===== src/include/lsu_defines.svh =====
// Width and timing constants shared by the load/store subsystem and its testbench.
`ifndef LSU_DEFINES_SVH
`define LSU_DEFINES_SVH

// Data word and address width in bits.
`define LSU_XLEN 32

// Byte address width of the data RAM.
// The RAM holds 2**LSU_RAM_AW bytes, and higher address bits wrap.
`define LSU_RAM_AW 10

// Cycles from the first cycle of a request to the ready pulse.
// The value must be at least 1.
`define LSU_RAM_LATENCY 2

`endif

===== src/logic/lsu_pkg.sv =====
// Types private to the load/store unit and its data RAM.
`include "lsu_defines.svh"

package lsu_pkg;

    typedef enum logic [1:0] {
        ST_IDLE,
        ST_READ,
        ST_WRITE,
        ST_DONE
    } lsu_state_e;

    // ########################################
    // access size code as seen on the RAM bus
    typedef logic [1:0] access_size_t;
    localparam access_size_t SZ_WORD = 2'd0;
    localparam access_size_t SZ_BYTE = 2'd1;
    localparam access_size_t SZ_HALF = 2'd2;

    typedef logic [`LSU_RAM_AW-1:0] ram_addr_t;       // byte address inside the RAM.
    localparam int LSU_LANES = `LSU_XLEN / 8;         // byte lanes per data word.

endpackage


===== src/logic/rv_isa_pkg.sv =====
// RV32I types used by the memory stage, covering data words, register indices and memory ops.
`include "lsu_defines.svh"

package rv_isa_pkg;

    typedef logic [`LSU_XLEN-1:0] xlen_t;     // one data word or byte address.
    typedef logic [4:0]           reg_idx_t;  // integer register index.
    typedef logic [11:0]          imm12_t;    // assembled I or S immediate.

    localparam logic [6:0] OPC_LOAD  = 7'b0000011;
    localparam logic [6:0] OPC_STORE = 7'b0100011;

    typedef enum logic [3:0] {
        OP_NONE,
        OP_LB,
        OP_LBU,
        OP_LH,
        OP_LHU,
        OP_LW,
        OP_SB,
        OP_SH,
        OP_SW
    } mem_op_e;

endpackage


===== src/logic/mem_bus_if.sv =====
// Request and response bundle between the load/store unit and the data RAM.
`timescale 1ns/1ps

interface mem_bus_if import rv_isa_pkg::*, lsu_pkg::*; ();

    xlen_t        addr;         // byte address of the access.
    xlen_t        wdata;        // store data in the low lanes.
    access_size_t size;         // word, byte or half.
    logic         read_en;      // held until read_ready.
    logic         write_en;     // held until write_ready.
    xlen_t        rdata;        // valid while read_ready is high.
    logic         read_ready;
    logic         write_ready;

    modport requester (
        output addr, wdata, size, read_en, write_en,
        input  rdata, read_ready, write_ready
    );

    modport responder (
        input  addr, wdata, size, read_en, write_en,
        output rdata, read_ready, write_ready
    );

endinterface


===== src/logic/load_store_unit.sv =====
// Load/store unit FSM that issues one RAM access per new pc and returns load results.
`timescale 1ns/1ps
`include "lsu_defines.svh"

module load_store_unit
    import rv_isa_pkg::*;
    import lsu_pkg::*;
(
    input  logic         clk,
    input  logic         rst_n,
    input  xlen_t        pc,
    input  mem_op_e      op,
    input  reg_idx_t     rd,
    input  imm12_t       imm,
    input  xlen_t        rs1_data,
    input  xlen_t        rs2_data,
    output logic         busy,
    output logic         wb_pending,
    output logic         wb_en,
    output reg_idx_t     wb_rd,
    output xlen_t        wb_data,
    mem_bus_if.requester mem
);

    lsu_state_e   state;
    lsu_state_e   state_next;
    xlen_t        last_pc;          // pc seen on the last idle cycle.
    xlen_t        eff_addr;
    xlen_t        store_data;
    xlen_t        ld_value;
    access_size_t op_size;
    logic         op_is_load;
    logic         op_signed;
    logic         ld_signed;
    logic         accept;
    logic         read_done;

    // ########################################
    // operation attributes
    always_comb begin
        op_size    = SZ_WORD;
        op_is_load = 1'b0;
        op_signed  = 1'b0;
        store_data = rs2_data;
        case (op)
            OP_LB:   begin op_size = SZ_BYTE; op_is_load = 1'b1; op_signed = 1'b1; end
            OP_LBU:  begin op_size = SZ_BYTE; op_is_load = 1'b1; end
            OP_LH:   begin op_size = SZ_HALF; op_is_load = 1'b1; op_signed = 1'b1; end
            OP_LHU:  begin op_size = SZ_HALF; op_is_load = 1'b1; end
            OP_LW:   op_is_load = 1'b1;
            OP_SB:   begin
                op_size    = SZ_BYTE;
                store_data = {{(`LSU_XLEN-8){1'b0}}, rs2_data[7:0]};
            end
            OP_SH:   begin
                op_size    = SZ_HALF;
                store_data = {{(`LSU_XLEN-16){1'b0}}, rs2_data[15:0]};
            end
            default: op_size = SZ_WORD;
        endcase
    end

    assign eff_addr  = rs1_data + {{(`LSU_XLEN-12){imm[11]}}, imm};  // immediate is signed.
    assign accept    = (state == ST_IDLE) && (pc != last_pc) && (op != OP_NONE);
    assign read_done = (state == ST_READ) && mem.read_ready;

    // the RAM returns the addressed bytes in the low lanes.
    always_comb begin
        case (mem.size)
            SZ_BYTE: ld_value = {{(`LSU_XLEN-8){ld_signed & mem.rdata[7]}}, mem.rdata[7:0]};
            SZ_HALF: ld_value = {{(`LSU_XLEN-16){ld_signed & mem.rdata[15]}}, mem.rdata[15:0]};
            default: ld_value = mem.rdata;
        endcase
    end

    // ########################################
    // state machine
    always_comb begin
        state_next = state;
        case (state)
            ST_IDLE:  if (accept) state_next = op_is_load ? ST_READ : ST_WRITE;
            ST_READ:  if (mem.read_ready) state_next = ST_DONE;
            ST_WRITE: if (mem.write_ready) state_next = ST_DONE;
            default:  state_next = ST_IDLE;   // ST_DONE always returns to idle.
        endcase
    end

    always_ff @(posedge clk or negedge rst_n) begin
        if (!rst_n) begin
            state        <= ST_IDLE;
            last_pc      <= '0;
            busy         <= 1'b0;
            wb_pending   <= 1'b0;
            wb_en        <= 1'b0;
            mem.read_en  <= 1'b0;
            mem.write_en <= 1'b0;
        end else begin
            state <= state_next;
            if (state == ST_IDLE) last_pc <= pc;   // pc changes while busy are not tracked.
            if (accept) begin
                busy         <= 1'b1;
                wb_pending   <= op_is_load;
                mem.read_en  <= op_is_load;
                mem.write_en <= !op_is_load;
            end
            if (read_done) begin
                mem.read_en <= 1'b0;
                wb_en       <= 1'b1;               // one-cycle write-back pulse.
            end
            if (state == ST_WRITE && mem.write_ready) mem.write_en <= 1'b0;
            if (state == ST_DONE) begin
                busy       <= 1'b0;
                wb_pending <= 1'b0;
                wb_en      <= 1'b0;
            end
        end
    end

    // request payload is held stable for the whole access.
    always_ff @(posedge clk) begin
        if (accept) begin
            mem.addr  <= eff_addr;
            mem.wdata <= store_data;
            mem.size  <= op_size;
            ld_signed <= op_signed;
            wb_rd     <= rd;
        end
        if (read_done) wb_data <= ld_value;
    end

endmodule


===== src/flat_wrapper.sv =====
// flat-port wrapper written by rule: the top's interface ports become plain ports
module load_store_unit_flat import rv_isa_pkg::*; import lsu_pkg::*;
  (clk, rst_n, pc, op, rd, imm, rs1_data, rs2_data, busy, wb_pending, wb_en, wb_rd, wb_data, mem_addr, mem_wdata, mem_size, mem_read_en, mem_write_en, mem_rdata, mem_read_ready, mem_write_ready);
  mem_bus_if mem_i ();
  input  logic clk;
  input  logic rst_n;
  input  xlen_t pc;
  input  mem_op_e op;
  input  reg_idx_t rd;
  input  imm12_t imm;
  input  xlen_t rs1_data;
  input  xlen_t rs2_data;
  output logic busy;
  output logic wb_pending;
  output logic wb_en;
  output reg_idx_t wb_rd;
  output xlen_t wb_data;
  output wire logic [$bits(mem_i.addr)-1:0] mem_addr;
  output wire logic [$bits(mem_i.wdata)-1:0] mem_wdata;
  output wire logic [$bits(mem_i.size)-1:0] mem_size;
  output wire logic [$bits(mem_i.read_en)-1:0] mem_read_en;
  output wire logic [$bits(mem_i.write_en)-1:0] mem_write_en;
  input wire logic [$bits(mem_i.rdata)-1:0] mem_rdata;
  input wire logic [$bits(mem_i.read_ready)-1:0] mem_read_ready;
  input wire logic [$bits(mem_i.write_ready)-1:0] mem_write_ready;
  assign mem_addr = mem_i.addr;
  assign mem_wdata = mem_i.wdata;
  assign mem_size = mem_i.size;
  assign mem_read_en = mem_i.read_en;
  assign mem_write_en = mem_i.write_en;
  assign mem_i.rdata = mem_rdata;
  assign mem_i.read_ready = mem_read_ready;
  assign mem_i.write_ready = mem_write_ready;
  load_store_unit u_core (.clk(clk), .rst_n(rst_n), .pc(pc), .op(op), .rd(rd), .imm(imm), .rs1_data(rs1_data), .rs2_data(rs2_data), .busy(busy), .wb_pending(wb_pending), .wb_en(wb_en), .wb_rd(wb_rd), .wb_data(wb_data), .mem(mem_i));
endmodule

===== config.mk =====
export PLATFORM = sky130hd
export DESIGN_NAME = load_store_unit_flat
export DESIGN_NICKNAME = d
export VERILOG_FILES = /design/src/logic/lsu_pkg.sv /design/src/logic/rv_isa_pkg.sv /design/src/logic/mem_bus_if.sv /design/src/logic/load_store_unit.sv /design/src/flat_wrapper.sv
export VERILOG_INCLUDE_DIRS = /design/src /design/src/include
export SDC_FILE = /design/constraint.sdc
export NUM_CORES = 1
export LEC_CHECK = 0
export BUFFER_PORTS_ARGS = -buffer_cell sky130_fd_sc_hd__buf_2
export CAP_MARGIN = 20
export CELL_PAD_IN_SITES_DETAIL_PLACEMENT = 0
export CELL_PAD_IN_SITES_GLOBAL_PLACEMENT = 2
export CORE_ASPECT_RATIO = 1.75
export CORE_MARGIN = 2
export CORE_UTILIZATION = 28
export DETAILED_ROUTE_END_ITERATION = 10
export GPL_TIMING_DRIVEN = 0
export HOLD_SLACK_MARGIN = 0.12
export PLACE_DENSITY_LB_ADDON = 0.1
export RECOVER_POWER = 50
export SYNTH_ARGS = -nofsm -noshare
export SYNTH_HDL_FRONTEND = slang
export SYNTH_SLANG_ARGS = --single-unit

===== constraint.sdc =====
create_clock -name clk -period 4.2 [get_ports clk]
set_input_delay 0.63 -clock clk [delete_from_list [all_inputs] [get_ports clk]]
set_output_delay 0.63 -clock clk [all_outputs]
set_load 0.05 [all_outputs]

==> results.md <==
* Cts hold-fix bufs at 0
* R2R setup slack at 1.40 ns
* Initial Utilization at 28.3%
* Final WL at 21,100 µm
* Hold Path Class: in2reg
* Max clock buf depth at 2
* WL met3 at 1260 µm
* Pre-CTS setup slack at 0.651 ns
* Clk sinks at 143
* Highest Signal Layer: met5
* Num CTS Buffers at 17
* Hold-critical path depth at 1
* Critical path data required time at 4.39 ns
* Max Cap Viol at 2
* Met2 wire length at 11,800 µm
* Failing checks: capacitance limit, slew limit
* Worst Setup Slack, final at 1.08 ns
* Post-Synthesis Cells at 574
* Crit Path Max Fanout at 21
* EDFF count, synth at 104
* Vias in the first global route at 5,975
* Postcts setup bufs at 0
* Most common cell after layout, fill and taps aside: buf_2
* First-pass GRT wire length at 31,900 µm
* I/O pin cnt at 261
* Yosys Warn Count at 0
* Final #Nets at 1,046
* Fin crit period at 3.12 ns
* Status: finished with violations
* Final Core Density at 36.9%
* Layout Area Growth over Synthesis at 30.8%
* Syn Nets at 765
* Most frequent cells in the layout: buf_2 (152), clkbuf_1 (125), edfxtp_1 (104)
* Fin. max-slew vios at 75
* Share of layout cells above drive strength 1 at 27.3%
* CP Launch Type: input port
* Max rail drop VDD at 0.238 mV
* Root Buffer: clkbuf_16
* Reg2reg start: u_core.state[0]
* Power Density at 703 nW/µm²
* Wire per inst at 17.7 µm
* Post-synthesis sequential area ratio at 56.3%
* Final Cycle Share at 74.2%
* Clk_skew at 0.00648 ns
* Vias/cell at 4.68
* DP HPWL at 16,600 µm
* Yosys cell types at 59
* Largest net degree at the start of global routing at 40
* Async set-reset flop share out of synthesis at 27.3%
* Final hold vios at 0
* Ys flop type: edfxtp_1
* RR Endpoint: u_core.state[1]
* Fill cell count at 2,652
* Met1 Wirelength at 7280 µm
* Worst Reg2Reg Path Length in Cells at 8
* Flops & latches, synth at 143
* Start point of the critical path: imm[11]
* CTS tree: done
* PostCTS Resize Cnt at 0
* Antenna violations before repair at 5
* 1st-pass router iterations at 4
* Worst EP arrival at 3.30 ns
* Finish-stage setup viols at 0
* RSZ-0062 raised after global routing: no
* Leak Pwr at 0.00388 µW
* Die area at 27,400 µm²
* Die Y at 217 µm
* WHS Endpoint: u_core.wb_data[0]
* GRT Total Usage at 15.3%
* Routed Antenna Nets at 0
* # port buffers at 259
* Worst-path clk slew at 0.06 ns
* Core Box Area at 25,800 µm²
* Grt ovf at 0
* RePlAce Congestion at 0.808
* Mean Syn Cell Area at 12.7 µm²
* Crit end category: flop
* Worst skew pair latency at 0.44 ns
* Relative slew slack at -52.1%
* Worst min-delay path startpoint: mem_rdata[0]
* Worst Max-Slew Pin Slew at 2.28 ns
* H-tree levels at 4
* Initial drt markers at 176
* DR vias at 5,579
* Cell Rows at 78
* Cell Area, Synth at 7280 µm²
* Fmax at 321 MHz
* WHS at 0.365 ns
* Setup Crit Path Kind: in2reg
* Die width at 126 µm
* DRC at 0
[flip-flops by register name (all words and copies together) (netlist names)]
name and cells:
u_core.mem.addr 32, u_core.mem.read_en 1, u_core.wb_pending 1, u_core.mem.wdata 32
u_core.wb_en 1, u_core.ld_signed 1, u_core.mem.size 2, u_core.mem.write_en 1
u_core.last_pc 32, u_core.wb_rd 5, u_core.busy 1, u_core.state 2
u_core.wb_data 32
[where the power goes]
part	total, µW	switching (µW)	internal [µW]
logic	2790	1950	836
clock network	1550	617	934
registers	2350	198	2150
[worst max path at each step]
stage	depth (start not counted)	slack [ns]	endpoint
after detailed placement	10	0.65	u_core.mem.addr[28]
after global placement	8	-1.49	u_core.state[0]
after CTS	10	1.11	u_core.mem.addr[28]
final	9	1.08	u_core.mem.addr[31]
after floorplan	7	0.11	u_core.state[0]
after global routing	9	0.98	u_core.mem.addr[31]
[metal layers]
metal / vias up / global-route usage (%)
met5: - / 0
met4: 4 / 8.28
met3: 38 / 4.57
met2: 177 / 29.1
met1: 2665 / 14.5
li1: 2695 / -
[critical path, stage by stage]
cell and delay, ns:
buf_2 0.45, ha_1 0.23, clkbuf_1 0.41, nand3_1 0.29, or3_1 0.44, a21oi_1 0.34, o21ai_0 0.18, a21oi_1 0.22
xnor2_1 0.09
[Yosys cell counts, types with 2 or more instances]
cell type / instances / area (µm²)
nor4_1: 2 / 12.5
nor2_1: 27 / 101
and3_1: 4 / 25.0
o21ai_1: 3 / 15.0
xnor2_1: 51 / 447
a211oi_1: 3 / 22.5
or2_2: 3 / 18.8
or3_1: 4 / 25.0
nand2b_1: 2 / 12.5
a21oi_1: 33 / 165
nand4_1: 13 / 81.3
edfxtp_1: 104 / 3120
nand3b_1: 2 / 15.0
o211ai_1: 3 / 22.5
a21o_1: 38 / 285
nor2b_1: 14 / 87.6
mux2_2: 34 / 383
buf_2: 3 / 15.0
o211ai_2: 2 / 25.0
o21ai_0: 19 / 95.1
inv_1: 17 / 63.8
mux2i_1: 4 / 40.0
o21bai_1: 3 / 22.5
o41ai_1: 2 / 17.5
nand2_1: 18 / 67.6
a21oi_2: 3 / 26.3
and2_1: 19 / 119
xor2_1: 9 / 78.8
a221oi_1: 2 / 17.5
clkbuf_1: 13 / 48.8
dfrtp_1: 39 / 976
nand3_1: 7 / 35.0
a31oi_1: 2 / 12.5
nor3_1: 11 / 55.1
ha_1: 37 / 463
[per-stage QoR]
stage	cells	area [µm²]	power, µW	setup TNS (ns)
after CTS	1188	9650	6870	0
after detailed placement	1156	9050	5280	0
after floorplan	574	7280	4500	0
after global routing	1191	9520	7060	0
final	1192	9520	6690	0
after global placement	1153	8980	5190	-76.10
[cell families (layout without fill, tap and decap cells)]
| logic type | after synthesis | after routing | share of synthesized area [%] |
|---|---|---|---|
| AOI/OAI and AO/OA | 128 | 128 | 12.3 |
| xor gates and xnor gates | 60 | 60 | 7.22 |
| adders and majority gates | 38 | 38 | 6.63 |
| buffers and inverters | 35 | 329 | 1.96 |
| DFF | 143 | 143 | 56.3 |
| muxes | 38 | 38 | 5.81 |
| other | 0 | 4 | 0 |
| and+or+nand+nor | 132 | 132 | 9.78 |
[cell type report]
cell class                 instances  area (µm²)  share of cell area (%)
multi-input combinational        396        3050                    32.0
inverter                          17        63.8                   0.670
clock inverter                    13         163                    1.71
tap                              320         400                    4.21
timing repair buffer             262        1230                    12.9
sequential                       143        4100                    43.1
clock buffer                      19         433                    4.55
buffer                            18        78.8                   0.828
antenna                            4        10.0                   0.105
Power figures use the tool's default switching activity.
