[src/include/lsu_defines.svh]
// Width and timing constants shared by the load/store subsystem and its testbench.
`ifndef LSU_DEFINES_SVH
`define LSU_DEFINES_SVH

// Data word and address width in bits.
`define LSU_XLEN 32

// Byte address width of the data RAM.
// The RAM holds 2**LSU_RAM_AW bytes, and higher address bits wrap.
`define LSU_RAM_AW 10

// Cycles from the first cycle of a request to the ready pulse.
// The value must be at least 1.
`define LSU_RAM_LATENCY 2

`endif
[src/logic/rv_isa_pkg.sv]
// RV32I types used by the memory stage, covering data words, register indices and memory ops.
`include "lsu_defines.svh"

package rv_isa_pkg;

    typedef logic [`LSU_XLEN-1:0] xlen_t;     // one data word or byte address.
    typedef logic [4:0]           reg_idx_t;  // integer register index.
    typedef logic [11:0]          imm12_t;    // assembled I or S immediate.

    localparam logic [6:0] OPC_LOAD  = 7'b0000011;
    localparam logic [6:0] OPC_STORE = 7'b0100011;

    typedef enum logic [3:0] {
        OP_NONE,
        OP_LB,
        OP_LBU,
        OP_LH,
        OP_LHU,
        OP_LW,
        OP_SB,
        OP_SH,
        OP_SW
    } mem_op_e;

endpackage

[src/logic/mem_op_decode.sv]
// Combinational decoder that picks out the RV32I loads and stores and assembles their immediate.
`timescale 1ns/1ps

module mem_op_decode
    import rv_isa_pkg::*;
(
    input  xlen_t    inst,
    output mem_op_e  op,
    output reg_idx_t rd,
    output imm12_t   imm
);

    logic [6:0] opcode;
    logic [2:0] funct3;

    assign opcode = inst[6:0];
    assign funct3 = inst[14:12];
    assign rd     = inst[11:7];

    always_comb begin
        op  = OP_NONE;
        imm = inst[31:20];                          // I form covers the loads.
        case (opcode)
            OPC_LOAD: begin
                case (funct3)
                    3'b000:  op = OP_LB;
                    3'b001:  op = OP_LH;
                    3'b010:  op = OP_LW;
                    3'b100:  op = OP_LBU;
                    3'b101:  op = OP_LHU;
                    default: op = OP_NONE;
                endcase
            end
            OPC_STORE: begin
                imm = {inst[31:25], inst[11:7]};    // S form splits the immediate around rd.
                case (funct3)
                    3'b000:  op = OP_SB;
                    3'b001:  op = OP_SH;
                    3'b010:  op = OP_SW;
                    default: op = OP_NONE;
                endcase
            end
            default: begin
                op = OP_NONE;
            end
        endcase
    end

endmodule

[config.mk]
export PLATFORM = sky130hd
export DESIGN_NAME = mem_op_decode
export DESIGN_NICKNAME = d
export VERILOG_FILES = /design/src/logic/rv_isa_pkg.sv /design/src/logic/mem_op_decode.sv
export VERILOG_INCLUDE_DIRS = /design/src /design/src/include
export SDC_FILE = /design/constraint.sdc
export NUM_CORES = 1
export LEC_CHECK = 0
export ABC_AREA = 1
export BUFFER_PORTS_ARGS = -buffer_cell sky130_fd_sc_hd__buf_2
export CORE_AREA = 2 2 39 41
export DETAILED_ROUTE_END_ITERATION = 7
export DIE_AREA = 0 0 41 43
export PLACE_DENSITY_LB_ADDON = 0.25
export SETUP_SLACK_MARGIN = 0.3
export SLEW_MARGIN = 20
export SYNTH_ARGS = -nofsm -noshare
export SYNTH_HDL_FRONTEND = slang
export SYNTH_SLANG_ARGS = --single-unit
[constraint.sdc]
create_clock -name vclk -period 1.9
set_input_delay 0.475 -clock vclk [all_inputs]
set_output_delay 0.475 -clock vclk [all_outputs]
set_load 0.02 [all_outputs]
==> run summary, run 1 <==
The number of failing hold endpoints at the final stage came out at 0. In this run, placement finished with an instance count of 106. Routability-driven placement finished with a final weighted congestion of 0.6677.

The total die area was 1763 um^2; the detail-routed via count per cell was 3.925. Setup repair after global routing could not meet its margin everywhere. The HPWL after detailed placement is 681.3 um.

Highest-delay cell along the critical path: sky130_fd_sc_hd__nor2_8. The run gives 0.09775 mW as the overall power of the completed layout. In the final timing run, aggregate negative setup slack is 0 ps.

In this run, the number of DRC markers left after iteration 0 of detailed routing was 5. The worst hold path begins at inst[30]. The required time reported for the critical path endpoint is 1420 ps, and the number of clock buffers in the layout is 0. In the final layout, the share of cells above drive strength 1 is 51.11%. The number of buffers added to fix hold violations after cts is 0. The flow ran to the end, and the final reports show no timing, DRC or antenna violations. Timing would allow up to 600.7 MHz.

Registers take 0 um^2. The sequential cell area fraction in the yosys report came out at 0%. The floorplan step defined a core boundary enclosing 1384 um^2. A synthesized cell averages 5.189 um^2. The tools report the setup violation total in the final timing report as 0. The largest single stage delay on the critical path is 160 ps. The first global-routing pass estimated 1.428 mm of wire. In this run the worst path has a maximum fanout of 7.

Measured against its own limit, the worst slew margin works out to 90.58%. In the finished design, the share of the clock period the worst path needs comes to 87.61%. The residual overflow from global routing came out at 0. STA classifies the critical path startpoint as an input pin. The run gives 53 as the number of top-level design ports. The per-cell routed wire length is 7.717 um, and the starting utilization of the core area is 25.50%. Leaving out filler cells and counting taps, the final layout contains 106. The count of nets left with antenna violations once routing finished came out at 0. In the final design database the tool counted 124 nets. The run gives 0 as the final-report max-slew violation count. The signal on the critical path passes through buf_6 > nor2_4 > nand2_4 > nor2_8 > nand2_1 > nand2_1 > buf_6. Summing all placed instances gives a cell area of 452.9 um^2. sky130_fd_sc_hd__nand2_1 takes more of the synthesized area than any other cell. The floorplan die width was 41 um. Cell count after synthesis: 68. The worst hold path passes through 0 cells. STA classifies the critical path endpoint as an output port. The worst hold path terminates at imm[10]. Subtracting the final worst setup slack from the clock period gives 1665 ps. Entering global routing, the biggest net connects 8 pins. The synthesized netlist contains 12 unique library cells. From synthesis to final layout, the design area changed by 56.74%. The logs give 14 for the number of cell rows and 184.2 ps for the minimum setup slack after placement. The count of yosys warnings during synthesis came out at 0. For the critical path data arrival time, the log shows 1190 ps.

The run gives 380 as the number of global-route vias before repair. For this block, the routed nets add up to 818 um of wire. The actual transition at the worst max-transition pin is 141.2 ps.

The logs give 0 for the residual DRC count and 0 for the number of diodes added for antenna fixing. For the slack of the critical path, the log shows 235.4 ps. Ranked by total cell area, the synthesized netlist is headed by sky130_fd_sc_hd__nand2_1 34%, sky130_fd_sc_hd__buf_4 26%, sky130_fd_sc_hd__inv_1 7.4%, sky130_fd_sc_hd__nand2_4 6.4%, sky130_fd_sc_hd__nor2_8 5.7%. Across the VDD grid, the largest voltage drop is 0.05717 mV.

Buffers placed on the I/O ports in this run total 34. The finished cells cover 553.0 um^2. The synthesized netlist occupies a cell area of 352.8 um^2. Across the run, the number of max-cap violations was 0.

The logs give 0 for the initial antenna violation count and 100 for the post-synthesis net count. Once layout is complete, the utilization of the core stands at 39.96%. By startpoint and endpoint, the worst setup path is classified as in -> out.

The leakage component of the power was 0.3797 nW. The first detailed-routing pass ran for 3 iterations. The power density over cell area was 176.8 nW/um^2; the total number of vias was 416. The class of the worst hold path was in -> out. From bottom edge to top edge, the die measures 43 um.

Global routing consumed, over all layers together, 10.59% of the routing resources. For the sequential cell count, the log shows 0. The worst hold slack is 950.0 ps, and the portion of synthesized cell area occupied by the leading cell type is 34.04%.
-- Yosys cell counts, drive strengths merged --
master,n
nand2,36
buf,12
nor2,9
inv,8
nand3,2
a21oi,1
-- layout by cell type, fill, tap and decap left out --
cell	instances
sky130_fd_sc_hd__nand2_2	4
sky130_fd_sc_hd__nand3_1	2
sky130_fd_sc_hd__inv_2	1
sky130_fd_sc_hd__nor2_8	1
sky130_fd_sc_hd__nand2_1	29
sky130_fd_sc_hd__nor2_1	5
sky130_fd_sc_hd__inv_1	7
sky130_fd_sc_hd__nand2_4	3
sky130_fd_sc_hd__buf_6	12
sky130_fd_sc_hd__nor2_4	3
sky130_fd_sc_hd__a21oi_1	1
sky130_fd_sc_hd__buf_4	1
sky130_fd_sc_hd__buf_2	21
-- how the worst max path moves through the flow --
stage,end,cells past startpoint,start
6_report,imm[1],7,inst[4]
3_3_place_gp,op[2],7,inst[4]
4_1_cts,op[1],7,inst[2]
2_1_floorplan,op[3],4,inst[1]
3_5_place_dp,imm[3],7,inst[3]
5_1_grt,imm[3],7,inst[4]
-- logic make-up (layout without fill, tap and decap cells) --
group	count (synthesis)	in the layout	synth area share, %
AOI/OAI and AO/OA	1	1	1.417
and+or+nand+nor	47	47	64.54
buffers and inverters	20	42	34.04
-- timing repair --
item | 4_1_cts | 5_1_grt
endpoints found under the setup margin | 9 | 9
pin swaps | 21 | 5
buffers inserted | 0 | 0
gates resized for setup | 27 | 2
-- layer usage --
layer,track usage (%),routed length (um)
met1,12.34,329
met2,19.69,408
met3,1.047,80
met4,1.333,0
met5,0,0
-- worst max-delay path: cells and delay by family --
family / cells / cell delay, ps
buf+inv: 2 / 210
simple gates: 5 / 500
-- cell type report --
class / instances / area (um^2)
fill: 158 / 830.8
tap: 16 / 20.02
inverter: 8 / 30.03
timing repair buffer: 34 / 247.7
multi-input combinational: 48 / 255.2
-- report_power, final --
group	switching, mW	leakage (nW)	total (mW)	internal (mW)
Combinational	0.0513	0.380	0.0978	0.0465
Sequential	0	0	0	0
Clock	0	0	0	0
Total	0.0513	0.380	0.0978	0.0465
(Power assumes the default switching activity.)
==> inputs of run 2 (changes only) <==
ABC_AREA = unset   (was 1)
==> run 2 against run 1 <==
Effect of this change: global-route usage shrank 1.1 points; hold slack barely moved; routed wire length rose by 15%; largest power group unchanged; sequential cell count is the same; highest routed layer unchanged.
==> run summary, run 2 <==
The run finished with clean final reports. Cell types occupying the most area after synthesis: sky130_fd_sc_hd__buf_4 30%, sky130_fd_sc_hd__mux2_4 25%, sky130_fd_sc_hd__nand4_4 7.1%, sky130_fd_sc_hd__nor2_4 3.8%, sky130_fd_sc_hd__a2111oi_1 3.3% (was sky130_fd_sc_hd__nand2_1 34%, sky130_fd_sc_hd__buf_4 26%, sky130_fd_sc_hd__inv_1 7.4%, sky130_fd_sc_hd__nand2_4 6.4%, sky130_fd_sc_hd__nor2_8 5.7%). The wire length of the first global-routing pass is 1.262 mm (was 1.428 mm). Class of the worst hold path: in -> out (unchanged).

The hold path startpoint was inst[29] (was inst[30]). Final critical-path required period: 1845 ps (was 1665 ps). The per-cell routed wire length works out to 12.37 um (was 7.717 um).

Leading cell types in the layout, fill and taps excluded: 18 x sky130_fd_sc_hd__buf_2, 9 x sky130_fd_sc_hd__buf_6, 7 x sky130_fd_sc_hd__buf_4 (was 29 x sky130_fd_sc_hd__nand2_1, 21 x sky130_fd_sc_hd__buf_2, 12 x sky130_fd_sc_hd__buf_6). The number of placed cells counting well taps was 75 (was 106); the setup violation total in the final timing report was 0 (unchanged). Highest-delay cell along the critical path: sky130_fd_sc_hd__mux2_4 (was sky130_fd_sc_hd__nor2_8). The number of top-level design ports was 53 (unchanged). The total number of vias is 343 (was 416). The largest stage delay on the critical path came out at 340 ps (was 160 ps).

Maximum fanout along the worst path: 5 (was 7). For the starting utilization of the core area, the log shows 21.70% (was 25.50%). The largest net degree at the start of global routing is 8 (unchanged), and the cell count after synthesis is 35 (was 68).

The post-route clock period utilization is 97.09% (was 87.61%). Initial antenna violation count: 0 (unchanged). Worst hold path endpoint: imm[9] (was imm[10]). Area taken by flip-flops and latches: 0 um^2 (unchanged).

The number of DRC markers in iteration 0 was 0 (was 5); the post-detailed-route count of antenna-violating nets was 0 (unchanged). The count of unique library cells instantiated by Yosys was 17 (was 12). For the maximum resistive drop on vdd, the log shows 0.07184 mV (was 0.05717 mV).

The run gives 1384 um^2 (unchanged) as the core outline area. The startpoint type of the worst setup path was an input pin (unchanged). Number of stages on the worst hold path: 0 (unchanged).

Most common library cell in the layout ignoring fill and taps: sky130_fd_sc_hd__buf_2 (was sky130_fd_sc_hd__nand2_1). For the highest clock frequency the design can meet, the log shows 542.1 MHz (was 600.7 MHz). The portion of synthesized cell area occupied by the leading cell type was 30.00% (was 34.04%); the required time reported for the critical path endpoint was 1420 ps (about the same). The final weighted congestion in routability-driven placement came out at 0.6139 (was 0.6677).

The area overhead of the layout relative to synthesis is 97.08% (was 56.74%). The cell type with the largest total area after synthesis is sky130_fd_sc_hd__buf_4 (was sky130_fd_sc_hd__nand2_1). Setup repair after global routing could not meet its margin everywhere.

The slack of the critical path was 55.36 ps (was 235.4 ps); the number of buffers added to fix hold violations after cts was 0 (unchanged). The max capacitance violation total is 0 (unchanged). The number of diodes added for antenna fixing came out at 0 (unchanged). Leakage component of the power: 0.2821 nW (was 0.3797 nW). The category of the most critical setup path was in -> out (unchanged).

Post-synthesis net count: 67 (was 100). The critical path data arrival time came out at 1370 ps (was 1190 ps). The post-synthesis instance area is 300.3 um^2 (was 352.8 um^2). The tools report the number of clock buffers in the layout as 0 (unchanged).

For the minimum setup slack after placement, the log shows 12.26 ps (was 184.2 ps). Total negative setup slack: 0 ps (unchanged). The final-report max-slew violation count came out at 0 (unchanged). Cell breakdown of the critical path: buf_6 > nor2_4 > nand4_4 > mux2_4 > buf_6 (was buf_6 > nor2_4 > nand2_4 > nor2_8 > nand2_1 > nand2_1 > buf_6). The number of global-route vias before repair was 305 (was 380); the total die area was 1763 um^2 (unchanged).

Aggregate routed wire length: 940 um (was 818 um). Sequential cell area fraction in the yosys report: 0% (unchanged). The port buffer count came out at 34 (unchanged).

Among the stages of the critical path, the cell type that occurs most often is sky130_fd_sc_hd__buf_6. Floorplan die width: 41 um (unchanged). The logs give 0 (unchanged) for the count of yosys warnings during synthesis and 0 (unchanged) for the number of failing hold endpoints at the final stage.

The cell with the most instances after synthesis is sky130_fd_sc_hd__buf_4 (was sky130_fd_sc_hd__nand2_1). The worst slew slack as a fraction of its limit is 83.97% (was 90.58%), and the count of non-filler cells in the finished layout is 76 (was 106). The sequential cell count is 0 (unchanged).

The die outline height came out at 43 um (unchanged). The total global-route track usage was 9.491% (was 10.59%). The length of the first detailed-routing pass in iterations was 1 (was 3); the layout net count was 94 (was 124). The residual overflow from global routing was 0 (unchanged); the actual transition at the worst max-transition pin was 240.5 ps (was 141.2 ps). The category of the worst setup path capture point was an output port (unchanged). The detail-routed via count per cell is 4.513 (was 3.925), and the residual DRC count is 0 (unchanged). The fraction of final layout cells with drive strength greater than 1 was 90.00% (was 51.11%); the average cell area after synthesis was 8.580 um^2 (was 5.189 um^2). The number of cell rows was 14 (unchanged); the power density over cell area was 194.0 nW/um^2 (was 176.8 nW/um^2). Top cells by count, synth: 12 x sky130_fd_sc_hd__buf_4, 5 x sky130_fd_sc_hd__mux2_4, 2 x sky130_fd_sc_hd__a21oi_1, 2 x sky130_fd_sc_hd__nor2_1, 2 x sky130_fd_sc_hd__nor3_1 (was 32 x sky130_fd_sc_hd__nand2_1, 12 x sky130_fd_sc_hd__buf_4, 7 x sky130_fd_sc_hd__inv_1, 5 x sky130_fd_sc_hd__nor2_1).
## run 2: cell types whose count changed after synthesis, moves of 2 or more
cell / change
sky130_fd_sc_hd__nand3_1: -2
sky130_fd_sc_hd__mux2_4: +5
sky130_fd_sc_hd__nand2_2: -2
sky130_fd_sc_hd__nand2_4: -2
sky130_fd_sc_hd__nor3_1: +2
sky130_fd_sc_hd__inv_1: -7
sky130_fd_sc_hd__nand2_1: -31
sky130_fd_sc_hd__nor2_1: -3
## run 2: how the worst max path moves through the flow
stage / cells after the start / endpoint / slack (ps) / startpoint
2_1_floorplan: 3 / op[0] / 230 / inst[4]
3_3_place_gp: 5 / imm[3] / 7 / inst[3]
3_5_place_dp: 5 / imm[3] / 10 / inst[3]
4_1_cts: 5 / imm[3] / 60 / inst[6]
5_1_grt: 5 / imm[2] / 20 / inst[4]
6_report: 5 / imm[2] / 60 / inst[4]
## run 2: through the flow
| step | total power [mW] | cell area (um^2) | hold slack (ps) | util, % |
|---|---|---|---|---|
| 2_1_floorplan | 0.07137 | 341.6 | 988.8 | - |
| 3_3_place_gp | 0.08735 | 456.7 | 950.1 | 33.00 |
| 3_5_place_dp | 0.08733 | 456.7 | 950.1 | 33.00 |
| 4_1_cts | 0.1073 | 554.3 | 950.1 | 40.05 |
| 5_1_grt | 0.1237 | 591.8 | 950.1 | 42.77 |
| 6_report | 0.1148 | 591.8 | 950.0 | 42.77 |
## run 2: power breakdown
part           leakage (nW)  internal [mW]  switching [mW]
registers                 0              0               0
clock network             0              0               0
logic                 0.282         0.0624          0.0524
total                 0.282         0.0624          0.0524
## run 2: layout make-up
class,instances,area [um^2]
Fill cell,138,792.0
Timing Repair Buffer,37,294.0
Tap cell,16,20.02
Multi-Input combinational cell,23,277.8
## run 2: kinds of logic after synthesis
family | Yosys count | share of synthesized area (%)
buffers and inverters | 12 | 30.00
muxes | 5 | 25.00
AOI/OAI and AO/OA | 3 | 6.667
and+or+nand+nor | 14 | 35.42
xor gates and xnor gates | 1 | 2.917
## run 2: critical path, delay by kind of cell
kind / cells / cell delay (ps)
muxes: 1 / 340
buffers and inverters: 2 / 220
and+or+nand+nor: 2 / 330
## run 2: metal layers
metal / wire [um] / part of all wire [%] / GRT usage [%] / up-vias
met1: 283 / 30 / 8.544 / 144
li1: - / - / - / 163
met2: 471 / 50 / 20.00 / 36
met3: 185 / 20 / 2.094 / 0
met4: 0 / 0 / 0 / 0
met5: 0 / 0 / 0 / -
## run 2: repair_timing
item | in CTS | in global routing
pin swaps | 8 | 5
endpoints found under the setup margin | 9 | 9
resized for setup | 26 | 8
cloned | 0 | 0
hold endpoints to repair | 0 | 0
setup buffers | 1 | 0
==> inputs of run 3 (changes only) <==
clock period = 1.6 ns   (was 1.9 ns; I/O delays follow)
==> run 3 against run 2 <==
Effect of this change: the flow now finishes with violations (negative setup slack); utilization rose by 1.3 points; cell count rose by 3.9%; largest cell class unchanged; largest power group unchanged; first-iteration DRC count did not move; final area rose by 3.0%; combinational power rose by 22%; critical path depth did not move; via count rose by 5.0%; non-clock buffer count rose by 3.
==> run summary, run 3 (synthesis results as in run 2) <==
The run finished, with violations left. The final reports fail on negative setup slack. The number of stages on the worst hold path is 0 (unchanged), and the length of the first detailed-routing pass in iterations is 1 (unchanged). The leakage component of the power is 0.2922 nW (was 0.2821 nW). The total number of vias is 360 (was 343).

The run gives 0 (unchanged) as the residual DRC count. The area overhead of the layout relative to synthesis was 102.9% (was 97.08%); the max capacitance violation total was 0 (unchanged). Leading cell types in the layout, fill and taps excluded: 18 x sky130_fd_sc_hd__buf_2, 12 x sky130_fd_sc_hd__buf_6, 9 x sky130_fd_sc_hd__buf_4 (was 18 x sky130_fd_sc_hd__buf_2, 9 x sky130_fd_sc_hd__buf_6, 7 x sky130_fd_sc_hd__buf_4). The total die area is 1763 um^2 (unchanged). For the finished layout, the period the worst path requires is 1694 ps. The actual transition at the worst max-transition pin works out to 227.6 ps (was 240.5 ps).

The sequential cell count is 0 (unchanged). The final-report max-slew violation count was 0 (unchanged). The run gives 590.3 MHz as the highest clock frequency the design can meet. For the core outline area, the log shows 1384 um^2 (unchanged). The logs give -94.09 ps (was 55.36 ps) for the slack of the critical path and -147.2 ps (was 12.26 ps) for the minimum setup slack after placement. After layout, the worst path uses 105.9% of the clock period. The initial antenna violation count is 0 (unchanged). The power density over cell area works out to 230.5 nW/um^2 (was 194.0 nW/um^2). Setup violation total in the final timing report: 6 (was 0). The filler cell count came out at 143 (was 138). Area taken by flip-flops and latches: 0 um^2 (unchanged). The run gives 14 (unchanged) as the number of cell rows. The run gives 609.3 um^2 (was 591.8 um^2) as the area of all placed cells without fillers. Number of DRC markers in iteration 0: 0 (unchanged). The port buffer count is 34 (unchanged), and the detailed placer's ending HPWL is 819.2 um. The maximum resistive drop on vdd is 0.1060 mV (was 0.07184 mV). Hold path startpoint: inst[29] (unchanged).

The critical path data arrival time was 1290 ps (was 1370 ps); the per-cell routed wire length was 12.53 um (was 12.37 um). Detail-routed via count per cell: 4.557 (was 4.513). The number of diodes added for antenna fixing came out at 0 (unchanged). The die outline height is 43 um (unchanged). Category of the worst setup path capture point: an output port (unchanged).

The largest net degree at the start of global routing is 7 (was 8). The number of failing hold endpoints at the final stage was 0 (unchanged). The floorplan die width is 41 um (unchanged), and the number of top-level design ports is 53 (unchanged). The tools report the worst hold path endpoint as imm[9] (unchanged). Total area of multi-input combinational cells: 276.5 um^2 (was 277.8 um^2). Category of the most critical setup path: in -> out (unchanged). The total global-route track usage was 11.19% (was 9.491%).

The run gives 1.442 mm (was 1.262 mm) as the wire length of the first global-routing pass. The run gives 21.70% (unchanged) as the starting utilization of the core area. Class of the worst hold path: in -> out (unchanged).

The post-detailed-route count of antenna-violating nets was 0 (unchanged). The post-place instance area was 479.2 um^2 (was 456.7 um^2); the maximum fanout along the worst path was 5 (unchanged). The number of clock buffers in the layout came out at 0 (unchanged). Most common library cell in the layout ignoring fill and taps: sky130_fd_sc_hd__buf_2 (unchanged).

Aggregate routed wire length: 990 um (was 940 um). The run gives 0.6727 (was 0.6139) as the final weighted congestion in routability-driven placement. The startpoint type of the worst setup path is an input pin (unchanged). The layout net count is 97 (was 94), and the residual overflow from global routing is 0 (unchanged). The fraction of final layout cells with drive strength greater than 1 was 90.48% (was 90.00%). Setup repair after global routing could not meet its margin everywhere. The number of global-route vias before repair is 361 (was 305), and the worst slew slack as a fraction of its limit is 84.83% (was 83.97%). The required time reported for the critical path endpoint is 1200 ps (was 1420 ps).
## run 3: cell types whose count changed in the layout (fill, tap and decap cells not counted)
cell	change
sky130_fd_sc_hd__buf_4	+2
sky130_fd_sc_hd__buf_6	+3
sky130_fd_sc_hd__a21oi_2	+1
sky130_fd_sc_hd__or3_4	-1
sky130_fd_sc_hd__a21oi_1	-1
sky130_fd_sc_hd__or3_1	+1
sky130_fd_sc_hd__buf_8	-2
## run 3: per-stage QoR
step	total power, mW	TNS [ps]	hold slack [ps]	cells	util (%)
final	0.1404	-458.1	800.0	79	44.03
after global routing	0.1520	-801.6	800.1	79	44.03
after CTS	0.1344	-533.1	800.1	79	42.04
after detailed placement	0.1102	-936.0	800.1	78	34.63
after global placement	0.1090	-968.0	800.1	78	34.63
after floorplan	0.08475	0	838.8	35	-
## run 3: worst max path at each step
stage                       start     end  cells past startpoint
after global placement    inst[3]  imm[3]                      5
final                     inst[6]  imm[2]                      5
after floorplan           inst[4]   op[0]                      3
after CTS                 inst[6]  imm[4]                      5
after global routing      inst[6]  imm[2]                      5
after detailed placement  inst[3]  imm[4]                      5
## run 3: final cells by class
class                           instances  share of cell area, %
Tap cell                               16                  3.285
Multi-Input combinational cell         23                  45.38
Timing Repair Buffer                   40                  51.33
## run 3: worst max-delay path, stage by stage
cell and delay [ps]:
sky130_fd_sc_hd__buf_6 90, sky130_fd_sc_hd__nor2_4 150, sky130_fd_sc_hd__nand4_4 180, sky130_fd_sc_hd__mux2_4 340, sky130_fd_sc_hd__buf_6 130
## run 3: power breakdown
group / switching, mW / total (mW) / internal [mW] / leakage (nW)
clock: 0 / 0 / 0 / 0
sequential: 0 / 0 / 0 / 0
combinational: 0.0639 / 0.140 / 0.0765 / 0.292
## run 3: layer usage
| metal | wire length, um | track usage [%] | up-vias |
|---|---|---|---|
| li1 | - | - | 171 |
| met3 | 185 | 2.094 | 0 |
| met1 | 253 | 9.177 | 153 |
| met2 | 551 | 24.69 | 36 |
| met4 | 0 | 0 | 0 |
| met5 | 0 | 0 | - |
## run 3: timing repair
action,in CTS,in global routing
hold buffers,0,0
endpoints found under the hold margin,0,0
setup buffers,1,0
pin swaps,8,2
endpoints found under the setup margin,9,9
resized for setup,25,6
